[config.mk]
export PLATFORM = sky130hd
export DESIGN_NAME = wb_io_top
export DESIGN_NICKNAME = d
export VERILOG_FILES = /design/src/design/wb_io_pkg.sv /design/src/design/wb_io_if.sv /design/src/design/gpio_bank.sv /design/src/design/wb_io_decode.sv /design/src/design/wb_io_result.sv /design/src/design/wb_io_top.sv
export VERILOG_INCLUDE_DIRS = /design/src /design/src/design
export SDC_FILE = /design/constraint.sdc
export NUM_CORES = 1
export LEC_CHECK = 0
export BUFFER_PORTS_ARGS = -buffer_cell sky130_fd_sc_hd__buf_2
export CAP_MARGIN = 5
export CORE_MARGIN = 4
export CORE_UTILIZATION = 35
export DETAILED_ROUTE_END_ITERATION = 7
export PLACE_DENSITY_LB_ADDON = 0.1
export SLEW_MARGIN = 5
export SYNTH_ARGS = -nofsm -noshare
export SYNTH_HDL_FRONTEND = slang
export SYNTH_HIERARCHICAL = 1
export SYNTH_SLANG_ARGS = --single-unit
export TNS_END_PERCENT = 20
[constraint.sdc]
create_clock -name i_clk -period 3.19 [get_ports i_clk]
set_input_delay 0.1595 -clock i_clk [delete_from_list [all_inputs] [get_ports i_clk]]
set_output_delay 0.1595 -clock i_clk [all_outputs]
set_load 0.01 [all_outputs]
[src/design/wb_io_settings.svh]
//**************************************************************************
// Widths and address map of the Wishbone GPIO subsystem
// The two banks need different pin counts; a bank tells itself
// apart from the other one by its width
// Bank bases must be aligned to the bank span
//**************************************************************************
`ifndef WB_IO_SETTINGS_SVH
`define WB_IO_SETTINGS_SVH

// Bus widths
`define WB_IO_ADR_W    16
`define WB_IO_DAT_W    32
`define WB_IO_SEL_W    (`WB_IO_DAT_W / 8)

// Pin counts per bank
`define GPIO_WIDTH     32
`define BTN_WIDTH      5

// Address map, byte addresses
`define GPIO_BASE      16'h0000
`define BTN_BASE       16'h0040
`define BANK_SPAN_BITS 6

`endif

[src/design/wb_io_pkg.sv]
//**************************************************************************
// Shared types of the Wishbone GPIO subsystem
// Register indices 5 to 7 are reserved and read as zero
//**************************************************************************
`default_nettype none

`include "wb_io_settings.svh"

package wb_io_pkg;

   // Target of a decoded request
   typedef enum logic [1:0] {
      BANK_GPIO = 2'd0,
      BANK_BTN  = 2'd1,
      BANK_NONE = 2'd2
   } bank_e;

   // Register index inside a bank, address bits 4 to 2
   typedef enum logic [2:0] {
      REG_DATA_IN    = 3'd0,
      REG_DATA_OUT   = 3'd1,
      REG_OE         = 3'd2,
      REG_IRQ_EN     = 3'd3,
      REG_IRQ_STATUS = 3'd4
   } reg_e;

   typedef logic [`WB_IO_DAT_W-1:0] word_t;

endpackage

`default_nettype wire

[src/design/wb_io_if.sv]
//**************************************************************************
// Decoded request from the address decoder to the banks and the
// response stage
// Valid for one cycle per request, payload only meaningful with valid
//**************************************************************************
`default_nettype none

`include "wb_io_settings.svh"

interface io_req_if import wb_io_pkg::*; ();

   logic                    valid;
   bank_e                   bank_id;
   reg_e                    reg_idx;
   logic                    we;
   word_t                   wdat;
   logic [`WB_IO_SEL_W-1:0] sel;

   modport decode (
      output valid,
      output bank_id,
      output reg_idx,
      output we,
      output wdat,
      output sel
   );

   // Both GPIO banks
   modport bank (
      input valid,
      input bank_id,
      input reg_idx,
      input we,
      input wdat,
      input sel
   );

   modport result (
      input valid,
      input bank_id,
      input we
   );

endinterface

`default_nettype wire

[src/design/gpio_bank.sv]
//**************************************************************************
// GPIO register bank with byte-lane writes
// Pins pass a two-flop synchronizer; rising edges set status bits,
// status is write-one-to-clear and a new edge wins over a clear
// Bank identity comes from p_width, so the bank widths must differ
//**************************************************************************
`default_nettype none

`include "wb_io_settings.svh"

module gpio_bank import wb_io_pkg::*; #(
   parameter int p_width = 32
) (
   input  wire                i_clk,
   input  wire                i_rst,
   io_req_if.bank             req,
   input  wire  [p_width-1:0] i_pins,
   output logic [p_width-1:0] o_pins,
   output logic [p_width-1:0] o_oe,
   output word_t              o_rdata,
   output logic               o_irq
);

   localparam bank_e l_bank = (p_width == `GPIO_WIDTH) ? BANK_GPIO : BANK_BTN;

   logic [p_width-1:0] sync_m;
   logic [p_width-1:0] sync_q;
   logic [p_width-1:0] sync_d;
   logic [p_width-1:0] data_out;
   logic [p_width-1:0] out_en;
   logic [p_width-1:0] irq_en;
   logic [p_width-1:0] irq_status;
   logic [p_width-1:0] rise;
   logic [p_width-1:0] wmask;
   logic [p_width-1:0] wbits;
   logic [p_width-1:0] clr;
   word_t              lane_mask;
   logic               wr_hit;

   always_comb begin
      lane_mask = '0;
      for (int b = 0; b < `WB_IO_SEL_W; b++) begin
         lane_mask[8*b +: 8] = {8{req.sel[b]}};
      end
   end

   assign wr_hit = req.valid && req.we && (req.bank_id == l_bank);
   assign wmask  = lane_mask[p_width-1:0];
   assign wbits  = req.wdat[p_width-1:0];
   assign rise   = sync_q & ~sync_d;
   assign clr    = (wr_hit && req.reg_idx == REG_IRQ_STATUS) ? (wbits & wmask) : '0;

   always_ff @(posedge i_clk) begin
      if (i_rst) begin
         sync_m     <= '0;
         sync_q     <= '0;
         sync_d     <= '0;
         data_out   <= '0;
         out_en     <= '0;
         irq_en     <= '0;
         irq_status <= '0;
      end else begin
         sync_m     <= i_pins;
         sync_q     <= sync_m;
         sync_d     <= sync_q;
         irq_status <= (irq_status & ~clr) | rise;
         if (wr_hit) begin
            case (req.reg_idx)
               REG_DATA_OUT: data_out <= (data_out & ~wmask) | (wbits & wmask);
               REG_OE:       out_en   <= (out_en & ~wmask) | (wbits & wmask);
               REG_IRQ_EN:   irq_en   <= (irq_en & ~wmask) | (wbits & wmask);
               default:      ;
            endcase
         end
      end
   end

   //**************************************************************************
   // Outputs
   //**************************************************************************
   assign o_pins = data_out;
   assign o_oe   = out_en;
   // OR of registered bits, registered again in the response stage
   assign o_irq  = |(irq_status & irq_en);

   always_comb begin
      case (req.reg_idx)
         REG_DATA_IN:    o_rdata = word_t'(sync_q);
         REG_DATA_OUT:   o_rdata = word_t'(data_out);
         REG_OE:         o_rdata = word_t'(out_en);
         REG_IRQ_EN:     o_rdata = word_t'(irq_en);
         REG_IRQ_STATUS: o_rdata = word_t'(irq_status);
         default:        o_rdata = '0;
      endcase
   end

   generate
      if (p_width < `WB_IO_DAT_W) begin : g_narrow
         a_status_in_range: assert property (
            @(posedge i_clk) disable iff (i_rst)
            (req.reg_idx == REG_IRQ_STATUS) |-> (o_rdata[`WB_IO_DAT_W-1:p_width] == '0)
         );
      end
   endgenerate

endmodule

`default_nettype wire

[src/design/wb_io_decode.sv]
//**************************************************************************
// Wishbone request register and address decoder
// Pipelined Wishbone without stall, one request per strobe cycle
// Address bit 5 inside a bank, or any address outside both banks,
// decodes to BANK_NONE
//**************************************************************************
`default_nettype none

`include "wb_io_settings.svh"

module wb_io_decode import wb_io_pkg::*; (
   input  wire                     i_clk,
   input  wire                     i_rst,
   input  wire                     i_wb_cyc,
   input  wire                     i_wb_stb,
   input  wire                     i_wb_we,
   input  wire [`WB_IO_ADR_W-1:0]  i_wb_adr,
   input  wire [`WB_IO_DAT_W-1:0]  i_wb_dat,
   input  wire [`WB_IO_SEL_W-1:0]  i_wb_sel,
   io_req_if.decode                req
);

   localparam logic [`WB_IO_ADR_W-1:0] l_gpio_base = `GPIO_BASE;
   localparam logic [`WB_IO_ADR_W-1:0] l_btn_base  = `BTN_BASE;

   bank_e bank_d;

   // Upper bits pick the bank, top bit of the span must be clear
   always_comb begin
      bank_d = BANK_NONE;
      if (!i_wb_adr[`BANK_SPAN_BITS-1]) begin
         if (i_wb_adr[`WB_IO_ADR_W-1:`BANK_SPAN_BITS] ==
             l_gpio_base[`WB_IO_ADR_W-1:`BANK_SPAN_BITS]) begin
            bank_d = BANK_GPIO;
         end else if (i_wb_adr[`WB_IO_ADR_W-1:`BANK_SPAN_BITS] ==
                      l_btn_base[`WB_IO_ADR_W-1:`BANK_SPAN_BITS]) begin
            bank_d = BANK_BTN;
         end
      end
   end

   always_ff @(posedge i_clk) begin
      if (i_rst) begin
         req.valid <= 1'b0;
      end else begin
         req.valid <= i_wb_cyc && i_wb_stb;
      end
   end

   // Payload
   always_ff @(posedge i_clk) begin
      req.bank_id <= bank_d;
      req.reg_idx <= reg_e'(i_wb_adr[4:2]);
      req.we      <= i_wb_we;
      req.wdat    <= i_wb_dat;
      req.sel     <= i_wb_sel;
   end

   a_no_valid_after_rst: assert property (
      @(posedge i_clk) $past(i_rst) |-> !req.valid
   );

endmodule

`default_nettype wire

[src/design/wb_io_result.sv]
//**************************************************************************
// Response stage: read data, ack or err, and the combined interrupt
// Fixed two-cycle latency from request to response, no stall
// Write responses carry zero data
//**************************************************************************
`default_nettype none

`include "wb_io_settings.svh"

module wb_io_result import wb_io_pkg::*; (
   input  wire                     i_clk,
   input  wire                     i_rst,
   io_req_if.result                req,
   input  word_t                   i_gpio_rdata,
   input  word_t                   i_btn_rdata,
   input  wire                     i_gpio_irq,
   input  wire                     i_btn_irq,
   output logic [`WB_IO_DAT_W-1:0] o_wb_rdt,
   output logic                    o_wb_ack,
   output logic                    o_wb_err,
   output logic                    o_irq
);

   word_t rdata_d;

   always_comb begin
      rdata_d = '0;
      if (!req.we) begin
         case (req.bank_id)
            BANK_GPIO: rdata_d = i_gpio_rdata;
            BANK_BTN:  rdata_d = i_btn_rdata;
            default:   rdata_d = '0;
         endcase
      end
   end

   always_ff @(posedge i_clk) begin
      if (i_rst) begin
         o_wb_ack <= 1'b0;
         o_wb_err <= 1'b0;
         o_wb_rdt <= '0;
         o_irq    <= 1'b0;
      end else begin
         o_wb_ack <= req.valid && (req.bank_id != BANK_NONE);
         o_wb_err <= req.valid && (req.bank_id == BANK_NONE);
         o_wb_rdt <= rdata_d;
         o_irq    <= i_gpio_irq || i_btn_irq;
      end
   end

   a_ack_err_excl: assert property (
      @(posedge i_clk) disable iff (i_rst)
      !(o_wb_ack && o_wb_err)
   );

endmodule

`default_nettype wire

[src/design/wb_io_top.sv]
//**************************************************************************
// Wishbone GPIO subsystem top level
// LED/switch bank and button bank behind one pipelined Wishbone port
// Pins are split into input, output and output enable; the pad cells
// belong to the board top level
//**************************************************************************
`default_nettype none

`include "wb_io_settings.svh"

module wb_io_top import wb_io_pkg::*; (
   input  wire                     i_clk,
   input  wire                     i_rst,
   // Wishbone request
   input  wire                     i_wb_cyc,
   input  wire                     i_wb_stb,
   input  wire                     i_wb_we,
   input  wire [`WB_IO_ADR_W-1:0]  i_wb_adr,
   input  wire [`WB_IO_DAT_W-1:0]  i_wb_dat,
   input  wire [`WB_IO_SEL_W-1:0]  i_wb_sel,
   // Wishbone response
   output wire [`WB_IO_DAT_W-1:0]  o_wb_rdt,
   output wire                     o_wb_ack,
   output wire                     o_wb_err,
   // Pins
   input  wire [`GPIO_WIDTH-1:0]   i_gpio,
   output wire [`GPIO_WIDTH-1:0]   o_gpio,
   output wire [`GPIO_WIDTH-1:0]   o_gpio_oe,
   input  wire [`BTN_WIDTH-1:0]    i_btn,
   output wire [`BTN_WIDTH-1:0]    o_btn,
   output wire [`BTN_WIDTH-1:0]    o_btn_oe,
   output wire                     o_irq
);

   io_req_if req ();

   word_t gpio_rdata;
   word_t btn_rdata;
   logic  gpio_irq;
   logic  btn_irq;

   wb_io_decode u_decode (
      .i_clk    (i_clk),
      .i_rst    (i_rst),
      .i_wb_cyc (i_wb_cyc),
      .i_wb_stb (i_wb_stb),
      .i_wb_we  (i_wb_we),
      .i_wb_adr (i_wb_adr),
      .i_wb_dat (i_wb_dat),
      .i_wb_sel (i_wb_sel),
      .req      (req.decode)
   );

   // LEDs and switches
   gpio_bank #(.p_width(`GPIO_WIDTH)) u_gpio (
      .i_clk   (i_clk),
      .i_rst   (i_rst),
      .req     (req.bank),
      .i_pins  (i_gpio),
      .o_pins  (o_gpio),
      .o_oe    (o_gpio_oe),
      .o_rdata (gpio_rdata),
      .o_irq   (gpio_irq)
   );

   // Push buttons
   gpio_bank #(.p_width(`BTN_WIDTH)) u_btn (
      .i_clk   (i_clk),
      .i_rst   (i_rst),
      .req     (req.bank),
      .i_pins  (i_btn),
      .o_pins  (o_btn),
      .o_oe    (o_btn_oe),
      .o_rdata (btn_rdata),
      .o_irq   (btn_irq)
   );

   wb_io_result u_result (
      .i_clk        (i_clk),
      .i_rst        (i_rst),
      .req          (req.result),
      .i_gpio_rdata (gpio_rdata),
      .i_btn_rdata  (btn_rdata),
      .i_gpio_irq   (gpio_irq),
      .i_btn_irq    (btn_irq),
      .o_wb_rdt     (o_wb_rdt),
      .o_wb_ack     (o_wb_ack),
      .o_wb_err     (o_wb_err),
      .o_irq        (o_irq)
   );

endmodule

`default_nettype wire

After elaboration in Yosys (flattened, before gate mapping)

Index checks and enable logic that the tools add are counted.

Input port bits: 94
Register bits: 337

Multiplexer cells: 7
Equality and inequality tests: 8
Reduce and logical (&&, ||, !) cells: 22
Bitwise operators: 28

Operators with widths:

| operator            | number |
|---|---|
| $and 32x32->32      | 7 |
| $pmux 32 s5         | 1 |
| $or 32x32->32       | 4 |
| $not 32->32         | 3 |
| $pmux 32 s2         | 1 |
| $and 5x5->5         | 7 |
| $mux 32             | 1 |
| $reduce_or 32->1    | 1 |
| $pmux 5 s5          | 1 |
| $or 5x5->5          | 4 |
| $not 5->5           | 3 |
| $reduce_and 2->1    | 6 |
| $eq 10x1->1 const B | 1 |
| $logic_not 10->1    | 1 |
| $logic_and 1x1->1   | 8 |
| $eq 3x2->1 const B  | 2 |
| $mux 5              | 1 |
| $reduce_or 5->1     | 1 |
| $mux 2              | 2 |
| $reduce_or 2->1     | 2 |
| $eq 3x1->1 const B  | 1 |
| $eq 3x3->1 const B  | 1 |
| $logic_not 3->1     | 1 |
| $eq 2x1->1 const B  | 1 |
| 4 further kinds     | 4 |

Depth between registers and ports, before layout

Gate-level depths: netlist of run 1.

Depth after elaboration: 7
Gate-level depth with buffers: 8
Gate-level depth less buffers: 5

Cells and area by module

The synthesis of run 1 kept the hierarchy.

By module, submodules not included:

| module              | cells an instance | area each (um2) | instances |
|---|---|---|---|
| gpio_bank at u_gpio | 969               | 9328.9          | 1 |
| gpio_bank at u_btn  | 184               | 1824.2          | 1 |
| wb_io_result        | 113               | 1249.9          | 1 |
| wb_io_decode        | 50                | 898.4           | 1 |

Worst setup path after synthesis of run 1

Ideal clock, no wire load.

Kind: flip-flop to flip-flop
Start: register u_decode.req.reg_idx[0]
End: register u_result.o_wb_rdt[0]
Library setup time: 0.114 ns
Path buffers: 3
Arrival: 1.796 ns
Data required time: 3.076 ns
Cell stages (with the launch flop): 9
Path slack: 1.280 ns
Path through: dfxtp_1 > buf_6 > clkbuf_1 > buf_2 > mux2_2 > a22oi_1 > o22ai_1 > mux2i_1 > nor2_1

Cells in the longest elaborated chain, start to end: 3

Ends and longest elaborated chain:

| what                                     | line               | text |
|---|---|---|
| start, declared                          | wb_io_if.sv:22     | `output reg_idx,` |
| start signal, assigned                   | wb_io_decode.sv:53 | `req.reg_idx <= reg_e'(i_wb_adr[4:2]);` |
| $eq 3x3->1, or another cell as far along | gpio_bank.sv:87    | `case (req.reg_idx)` |
| $pmux 32 s5 *                            | gpio_bank.sv:87    |  |
| net gpio_rdata[0]                        | wb_io_top.sv:37    | `word_t gpio_rdata;` |
| $pmux 32 s2 *                            | wb_io_result.sv:29 | `case (req.bank_id)` |
| end signal, assigned                     | wb_io_result.sv:46 | `o_wb_rdt <= rdata_d;` |
| end, declared                            | wb_io_result.sv:18 | `` output logic [`WB_IO_DAT_W-1:0] o_wb_rdt, `` |

Mark *: on every way through the listed nets, which the timed path passes. The rest lies on a longest branch.
A chain may end at the register's enable or synchronous reset.

Worst setup path after layout of run 1

Start: register u_decode.req.reg_idx[2]
End: register u_result.o_wb_rdt[0]

Cells in the longest elaborated chain, start to end: 3

Ends and longest elaborated chain:

| what                                     | line               | text |
|---|---|---|
| $eq 3x3->1, or another cell as far along | gpio_bank.sv:87    |  |
| $pmux 5 s5 *                             | gpio_bank.sv:87    |  |
| net btn_rdata[0]                         | wb_io_top.sv:38    | `word_t btn_rdata;` |
| $pmux 32 s2 *                            | wb_io_result.sv:29 |  |

Marks and branches as above.

==> results of run 1 <==
==> layout by cell type, fill, tap and decap left out, drive strengths merged, types with 2 or more instances in the layout <==
cell | netlist | routed
o22ai | 35 | 35
nand4bb | 5 | 5
nor3 | 4 | 4
a211o | 5 | 5
mux2i | 89 | 89
buf | 63 | 226
inv | 4 | 5
dlygate4sd3 | 0 | 88
mux2 | 31 | 31
and4 | 5 | 5
o21a | 5 | 5
nor4 | 2 | 2
nand4 | 4 | 4
bufinv | 0 | 3
nor2 | 39 | 39
dfxtp | 337 | 337
a311oi | 32 | 32
conb | 1 | 27
a22oi | 79 | 79
nor4bb | 4 | 4
nand2b | 116 | 116
and4b | 5 | 5
nand4b | 6 | 6
nor2b | 163 | 163
a21oi | 64 | 64
clkinv | 0 | 10
nand2 | 6 | 6
clkbuf | 65 | 56
nand3 | 66 | 66
o21ai | 70 | 70
==> metrics by stage <==
stage,cell area [um2],utilization [%],std cells,power [mW],hold WS (ns)
global placement,14600,39.0,1952,4.95,0.262
global route,16800,44.7,2110,9.74,0.225
detailed placement,14600,39.0,1952,4.95,0.263
floorplan,13400,-,1342,4.79,0.187
finish,16800,44.7,2110,9.39,0.242
CTS,16800,44.7,2110,9.53,0.208
==> synth_stat cells (all sizes together) <==
master,count
nor2b,163
nand3b,1
nor4bb,4
buf,63
dfxtp,337
nor2,39
a31o,1
nand3,66
o21a,5
nand2,6
conb,1
nand4bb,5
a311oi,32
nand2b,116
a222oi,1
mux2i,89
and4b,5
a22oi,79
or4,1
a21oi,64
clkbuf,65
or3b,1
o21ai,70
nand4b,6
and4bb,1
mux4,1
nor3,4
o22ai,35
nand4,4
or3,1
mux2,31
and3b,1
a211o,5
and4,5
nor3b,1
nor4,2
inv,4
nor4b,1
==> worst max-delay path, cell delays in order, from the launching register on <==
cell,delay (ns)
dfxtp_2,0.61
buf_4,0.32
buf_4,0.54
o22ai_1,0.17
o21a_1,0.25
mux2i_1,0.14
nor2_1,0.05
==> final cells by class <==
type,instances,area (um2)
fill,3623,20800
sequential,337,6750
multi-input combinational,873,5980
timing repair buffer,315,2140
clock buffer,55,1120
tap,511,639
clock inverter,15,156
inverter,4,15.0
==> logic make-up after synthesis <==
group,synth area share [%]
AND/OR/NAND/NOR,20.5
flip-flops,50.7
AO/OA/AOI/OAI,14.0
buffers and inverters,5.25
multiplexers,9.49
other,0.0282
==> final timing paths <==
check,start,endpoint,slack [ns],depth (start not counted)
worst max-delay path,u_decode/req.reg_idx[2],u_result/o_wb_rdt[0],0.92,6
worst min-delay path,i_wb_dat[2],u_decode/req.wdat[2],0.24,2
worst max register to register,u_decode/req.reg_idx[2],u_result/o_wb_rdt[0],0.92,6
worst min register to register,u_gpio/sync_m[24],u_gpio/sync_q[24],0.43,1
==> power breakdown <==
group | switching (mW) | internal, mW
clock network | 1.77 | 2.68
logic | 0.243 | 0.262
registers | 0.117 | 4.32
==> what timing repair did <==
action                    in CTS  in global routing
gates resized for setup        0                  0
hold buffers                  88                  0
hold endpoints to repair      86                  0
==> routing by layer <==
metal	track usage, %	part of all wire (%)	vias up
met4	5.31	2.2	0
met2	30.0	44	312
met1	27.7	47	4983
li1	-	-	5132
met3	4.70	6.3	55
met5	0	0	-
==> summary.md, run 1 <==
| Metric | Value |
|---|---|
| Port bufs | 200 |
| Ratio of cells with drive above 1 in the final layout | 21.6% |
| CTS root buf | clkbuf_16 |
| Min-Delay Path Class | input port to flop |
| Site row count | slightly above 70 |
| Pin count of the biggest net entering global routing | 118 |
| Setup Viol. Count Final | 0 |
| Synthesized area per cell | between 10 and 15 um2 |
| Vias in the first global route | about 10000 |
| # diodes | 0 |
| Final worst-path cycle share | between 70% and 80% |
| Area growth syn-to-layout | 26.3% |
| Number of iterations in the first detailed-routing pass | 6 |
| Yosys reg bits | about 340 |
| Req. time, crit path | 3.61 ns |
| TritonCTS clock tree | yes |
| Max_cap viols | 0 |
| Mapped Area | approximately 13000 um2 |
| First-pass GRT wire length | between 60 and 70 mm |
| Initial Utilization | 35.4% |
| Clock H-tree levels | 2 |
| Register area share after synthesis | between 50 and 60% |
| Routability Congestion | 0.782 |
| I/O Pins | between 200 and 250 |
| Max IR drop VDD | between 0.4 and 0.5 mV |
| Max-slew headroom | around half |
| Yosys top cell by area | dfxtp_1 |
| Yosys cell types | 48 |
| Mapped Cells | between 1000 and 1500 |
| Top cell type's share of synthesized area | roughly half |
| DIE AREA | ~41000 um2 |
| Least-Margin Pin Slew | around 0.8 ns |
| Power Dens Cells | 559 nW/um2 |
| Final WL | between 40 and 50 mm |
| Clock buffer depth | 3 |
| GRT Resource Usage Total | 19.6% |
| Leak | 6.50 nW |
| CP Capture Type | flop |
| Die H | between 200 and 250 um |
| Fmax | about 440 MHz |
| WL/cell | around 20 um |
| Max-slew violations | 0 |
| Violation count after the first detailed-route iteration | ~730 |
| Vias/cell | 4.97 |
| Vias after detailed routing | roughly 10000 |
| Critical path startpoint category | flop |
| Crit path time final | ~2.3 ns |
| Layout net count | around 1700 |
| Clk sink count | 337 |
| Worst clock skew | 0.0272 ns |
| Synth top area cells | dfxtp_1 (51%), nor2b_1 (7.6%), mux2i_1 (6.7%) |
| HPWL after DPL | between 20 and 30 mm |
| Setup TNS | 0 ns |
| DRC | 0 |
| GR Overflow Total | 0 |
| Clk_lat worst skew | between 0.5 and 0.6 ns |
| Antenna-violating nets left | 0 |
| CTS clk-pin slew, worst paths | around 0.060 ns |
| Initial antenna violation count | 1 |
| Setup CP Type | flop to flop |
| Placeable Area | 37600 um2 |
| CP Data Arrival Time | between 2 and 3 ns |
| DIE WIDTH | between 200 and 250 um |
| Post-CTS setup buffer count | 0 |
| Unrepaired setup endpoints after global routing | no |
| Worst Setup Slack post-DPL | 0.912 ns |
| CTS Buf Count | 39 |
| Final Hold Fails | 0 |
| Status | complete, no violations |
| Yosys Warn Count | 6 |
| Setup WS post-layout | approximately 0.92 ns |
| CP Max Fanout | 39 |
Power figures use the tool's default switching activity.
==> run 2, diff against run 1 <==
--- a/config.mk
+++ b/config.mk
@@ -6,6 +6,7 @@
 export SDC_FILE = /design/constraint.sdc
 export NUM_CORES = 1
 export LEC_CHECK = 0
+export ABC_AREA = 1
 export BUFFER_PORTS_ARGS = -buffer_cell sky130_fd_sc_hd__buf_2
 export CAP_MARGIN = 5
 export CORE_MARGIN = 4
==> constraint.sdc (replaced) <==
create_clock -name i_clk -period 2.2 [get_ports i_clk]
set_input_delay 0.11 -clock i_clk [delete_from_list [all_inputs] [get_ports i_clk]]
set_output_delay 0.11 -clock i_clk [all_outputs]
set_load 0.01 [all_outputs]
==> run 2 against run 1 <==
Against the previous run: setup slack worse by 0.61 ns; non-clock buffer count up 22; routed wire length up 3.5%; count of clock-buffer cells in the layout up 4; cell area up 6.2%; register-to-register slack worse by 0.57 ns; critical path depth up 1; clock skew down 0.016 ns; power up 42%; final cell count up 38%; largest cell class unchanged; highest routed layer unchanged.
==> summary.md, run 2 <==
| Metric | Value |
|---|---|
| Placeable Area | between 30000 and 40000 um2 |
| Max-slew violations | 0 |
| Final WL | 43.0 mm |
| Min-Delay Path Class | input port to flop |
| Post-synth ARST share | 0% |
| Clk_lat worst skew | 0.55 ns |
| Antenna-violating nets left | 0 |
| Layout net count | 2464 |
| HPWL after DPL | around 29 mm |
| DIE AREA | about 44000 um2 |
| Initial Utilization | approximately 35% |
| Clock buffer depth | 3 |
| Site row count | 73 |
| Most frequent cell after synthesis | nand2_1 |
| Die H | 209 um |
| Area growth syn-to-layout | 26.0% |
| Worst clock skew | 0.0117 ns |
| Clk sink count | 337 |
| CTS clk-pin slew, worst paths | ~0.06 ns |
| Setup Viol. Count Final | 0 |
| Top cell type's share of synthesized area | between 40% and 50% |
| DRC | 0 |
| Vias after detailed routing | 12800 |
| Max_cap viols | 0 |
| Port bufs | 200 |
| Synth top area cells | dfxtp_1 (48%), nand2_1 (15%), inv_1 (11%) |
| Worst Setup Slack post-DPL | between 0.2 and 0.25 ns |
| Leak | 8.50 nW |
| Pin count of the biggest net entering global routing | 111 |
| Most frequent cells after synthesis | nand2_1 (571), inv_1 (397), dfxtp_1 (337) |
| # diodes | 0 |
| Post-route cell area | 17900 um2 |
| CP Max Fanout | 2 |
| Yosys cell types | 24 |
| Commonest cells after routing, fill and taps aside | nand2_1 (571), inv_1 (397), dfxtp_1 (336) |
| Clock H-tree levels | 2 |
| Area after DPL | about 16000 um2 |
| Initial antenna violation count | 0 |
| CP Data Arrival Time | about 2.3 ns |
| Max IR drop VDD | between 0.4 and 0.5 mV |
| Critical path startpoint category | input port |
| First-pass GRT wire length | 67.1 mm |
| Mapped Area | roughly 14000 um2 |
| Violation count after the first detailed-route iteration | about 710 |
| Vias/cell | 4.37 |
| Most common flop cell mapped by yosys | dfxtp_1 |
| Status | complete, no violations |
| Yosys Warn Count | 6 |
| GRT Resource Usage Total | a little under a fifth |
| GR Overflow Total | 0 |
| Synthesized area per cell | roughly 6.8 um2 |
| WL/cell | approximately 15 um |
| DIE WIDTH | between 200 and 250 um |
| Yosys reg bits | ~340 |
| CTS Buf Count | 39 |
| Setup TNS | 0 ns |
| Number of flops mapped to enable cells by yosys | 0 |
| Routability Congestion | around 0.85 |
| Vias in the first global route | 12000 |
| Unrepaired setup endpoints after global routing | no |
| I/O Pins | ~200 |
| Number of iterations in the first detailed-routing pass | 5 |
| Placed cells | ~2800 |
| Post-Layout Cell Count | between 2000 and 3000 |
| Final Hold Fails | 0 |
| Least-Margin Pin Slew | roughly 0.95 ns |
| Yosys top cell by area | dfxtp_1 |
| Fmax | about 530 MHz |
| Setup CP Type | input port to flop |
| Power Dens Cells | 748 nW/um2 |
| Crit path time final | about 1.9 ns |
| Filler Cell Count | around 4200 |
| Setup WS post-layout | slightly above 0.3 ns |
| Final worst-path cycle share | around 86% |
| CP Capture Type | flop |
| TritonCTS clock tree | yes |
| CTS root buf | clkbuf_16 |
| Mapped Cells | 2089 |
| Register area share after synthesis | between 40 and 50% |
| Max-slew headroom | 36.6% |
| Ratio of cells with drive above 1 in the final layout | ~14% |
| Commonest non-fill, non-tap cell in the layout | nand2_1 |
| Req. time, crit path | about 2.6 ns |
==> run 2: per-stage QoR <==
stage	hold slack [ns]	power, mW	utilization [%]
5_1_grt	0.169	13.9	44.7
6_report	0.191	13.4	44.7
3_3_place_gp	0.212	7.12	39.3
2_1_floorplan	0.138	6.87	-
4_1_cts	0.156	13.6	44.7
3_5_place_dp	0.214	7.12	39.3
==> run 2: path summary, 6_finish.rpt <==
kind	slack (ns)	endpoint	start	cells past startpoint
max	0.31	u_decode/req.bank_id[1]	i_wb_adr[10]	7
min reg2reg	0.40	u_gpio/sync_q[12]	u_gpio/sync_m[12]	2
max reg2reg	0.35	u_gpio/irq_status[3]	u_decode/req.reg_idx[1]	8
min	0.19	u_decode/req.wdat[20]	i_wb_dat[20]	2
==> run 2: kinds of logic (layout without fill, tap and decap cells) <==
kind of cell / count (synthesis) / after routing / share of synthesized area, %
other cells: 1 / 27 / 0.0265
simple gates: 1116 / 1116 / 32.2
compound gates: 112 / 112 / 4.75
flops: 337 / 337 / 47.6
buf+inv: 523 / 802 / 15.4
==> run 2: routing by layer <==
metal,GRT usage [%],routed length [um]
met5,0,0
met4,5.65,968
met3,3.02,2030
met2,31.6,19600
met1,26.1,20400
==> run 2: report_power, final <==
part           internal [mW]  switching, mW  leakage [nW]  total (mW)
registers               6.27         0.0918          2.75        6.36
logic                  0.305          0.449          5.15       0.754
clock network           3.74           2.51         0.598        6.25
==> run 2: area by class of cell <==
cell class | instances | area [um2] | area share (%)
sequential | 337 | 6750 | 37.8
multi-input combinational | 1255 | 5370 | 30.1
timing repair buffer | 337 | 2360 | 13.2
inverter | 400 | 1500 | 8.41
clock buffer | 59 | 1160 | 6.52
tap | 525 | 657 | 3.68
clock inverter | 6 | 57.6 | 0.322
==> run 2: worst max-delay path, cell delays in order <==
cell           delay, ns
dlygate4sd3_1       0.54
buf_2               0.13
nor2_1              0.10
dlygate4sd3_1       0.56
nand3_1             0.08
dlygate4sd3_1       0.58
or2_1               0.22
==> run 2: what timing repair did <==
item                                    4_1_cts  5_1_grt
hold buffers                                 94        0
endpoints found under the setup margin        0        3
gates resized for setup                       0        1
buffers inserted                              0        0
endpoints found under the hold margin        87        0
==> run 3, diff against run 2 <==
--- a/config.mk
+++ b/config.mk
@@ -9,8 +9,10 @@
 export ABC_AREA = 1
 export BUFFER_PORTS_ARGS = -buffer_cell sky130_fd_sc_hd__buf_2
 export CAP_MARGIN = 5
+export CELL_PAD_IN_SITES_DETAIL_PLACEMENT = 1
+export CELL_PAD_IN_SITES_GLOBAL_PLACEMENT = 2
 export CORE_MARGIN = 4
-export CORE_UTILIZATION = 35
+export CORE_UTILIZATION = 31
 export DETAILED_ROUTE_END_ITERATION = 7
 export PLACE_DENSITY_LB_ADDON = 0.1
 export SLEW_MARGIN = 5
==> run 3 against run 2 <==
Against the previous run: clock power grew 8.8%; worst hold slack lost 0.0046 ns; largest power group is now the clock network; sequential cell count is the same; cell area grew 1.3%; non-clock buffer count grew 1; highest routed layer unchanged.
==> summary.md, run 3 (synthesis gave the netlist of run 2 again) <==
| Metric | Value |
|---|---|
| Post-route cell area | roughly 18000 um2 |
| Initial Utilization | a little under a third |
| Final WL | around 49 mm |
| Layout net count | between 2000 and 2500 |
| Max-slew headroom | between 20% and 30% |
| TritonCTS clock tree | yes |
| HPWL after DPL | roughly 33 mm |
| Setup WS post-layout | approximately 0.31 ns |
| GR Overflow Total | 0 |
| CTS root buf | clkbuf_16 |
| Setup Viol. Count Final | 0 |
| Critical path startpoint category | flop |
| Placeable Area | ~45000 um2 |
| CTS Buf Count | 42 |
| Worst hold slack | around 0.19 ns |
| Worst clock skew | about 0.013 ns |
| Clock H-tree levels | 2 |
| Clk_lat worst skew | about 0.56 ns |
| Area after DPL | between 15000 and 20000 um2 |
| Violation count after the first detailed-route iteration | about 670 |
| Die H | 222 um |
| Routability Congestion | between 0.7 and 0.8 |
| First-pass GRT wire length | slightly below 80 mm |
| Vias after detailed routing | approximately 13000 |
| Commonest non-fill, non-tap cell in the layout | nand2_1 |
| Max IR drop VDD | around 0.44 mV |
| Unrepaired setup endpoints after global routing | no |
| Commonest cells after routing, fill and taps aside | nand2_1 (571), inv_1 (397), dfxtp_1 (337) |
| Setup CP Type | flop to flop |
| Antenna-violating nets left | 0 |
| CP Max Fanout | 14 |
| # diodes | 0 |
| Req. time, crit path | around 2.7 ns |
| Area growth syn-to-layout | 27.6% |
| Vias in the first global route | around 14000 |
| DRC | 0 |
| Post-CTS setup buffer count | 0 |
| Final Hold Fails | 0 |
| DIE AREA | 49200 um2 |
| DIE WIDTH | 222 um |
| Final worst-path cycle share | between 80% and 90% |
| I/O Pins | ~200 |
| Port bufs | 200 |
| Max_cap viols | 0 |
| Least-Margin Pin Slew | between 1 and 1.5 ns |
| CP Capture Type | flop |
| Clock buffer depth | 3 |
| WL/cell | around 16 um |
| Vias/cell | 4.39 |
| Status | complete, no violations |
| Fmax | approximately 530 MHz |
| Filler Cell Count | 5761 |
| Initial antenna violation count | 0 |
| Crit path time final | around 1.9 ns |
| Site row count | between 70 and 80 |
| Post-cts resize count | 0 |
| Leak | ~8.6 nW |
| Number of iterations in the first detailed-routing pass | 4 |
| CTS clk-pin slew, worst paths | ~0.05 ns |
| Min-Delay Path Class | input port to flop |
| Ratio of cells with drive above 1 in the final layout | around 15% |
| Pin count of the biggest net entering global routing | 62 |
| Power Dens Cells | between 700 and 800 nW/um2 |
| Setup TNS | 0 ns |
| Clk sink count | around 340 |
| Worst Setup Slack post-DPL | 0.273 ns |
| GRT Resource Usage Total | between 10% and 20% |
| Max-slew violations | 0 |
| CP Data Arrival Time | approximately 2.4 ns |
[run 3: worst max-delay path, cell delays in order, from the launching register on]
cell	delay, ns
dfxtp_1	0.46
nand2_1	0.13
nor2_4	0.42
nand3_1	0.48
nand2_1	0.17
inv_1	0.05
nor2_1	0.10
[run 3: power by group]
group	total (mW)	switching [mW]	internal, mW
Combinational	0.773	0.470	0.303
Sequential	6.36	0.0927	6.27
Clock	6.80	2.65	4.15
Total	13.9	3.21	10.7
[run 3: area by class of cell]
type / instances / area, um2 / area share, %
Tap cell: 600 / 751 / 4.15
Clock inverter: 3 / 18.8 / 0.104
Multi-Input combinational cell: 1255 / 5370 / 29.7
Inverter: 400 / 1500 / 8.31
Timing Repair Buffer: 338 / 2340 / 13.0
Sequential cell: 337 / 6750 / 37.3
Clock buffer: 71 / 1350 / 7.48
[run 3: final timing paths]
check                               start  slack (ns)  cells past startpoint                    end
setup / recovery  u_decode/req.reg_idx[1]        0.31                      6                   flop
hold / removal               i_wb_dat[23]        0.19                      2  u_decode/req.wdat[23]
setup reg to reg  u_decode/req.reg_idx[1]        0.31                      6                   flop
hold reg to reg         u_gpio/sync_m[22]        0.40                      2      u_gpio/sync_q[22]
[run 3: stage by stage]
step           power (mW)  util, %  cells
3_3_place_gp         7.14     34.8   2836
3_5_place_dp         7.15     34.8   2836
6_report             13.9     39.9   3004
5_1_grt              14.5     39.9   3004
4_1_cts              14.2     39.9   3004
2_1_floorplan        6.87        -   2115
[run 3: routing by layer]
layer,routed length (um),up-vias,GRT usage [%]
li1,-,6713,-
met1,22700,6210,25.8
met2,23100,218,33.8
met3,1670,61,2.81
met4,1130,0,5.74
met5,0,-,0
[run 3: what timing repair did]
item                                    CTS  global route
endpoints found under the hold margin   100             0
endpoints found under the setup margin    0             0
hold buffers                             94             0
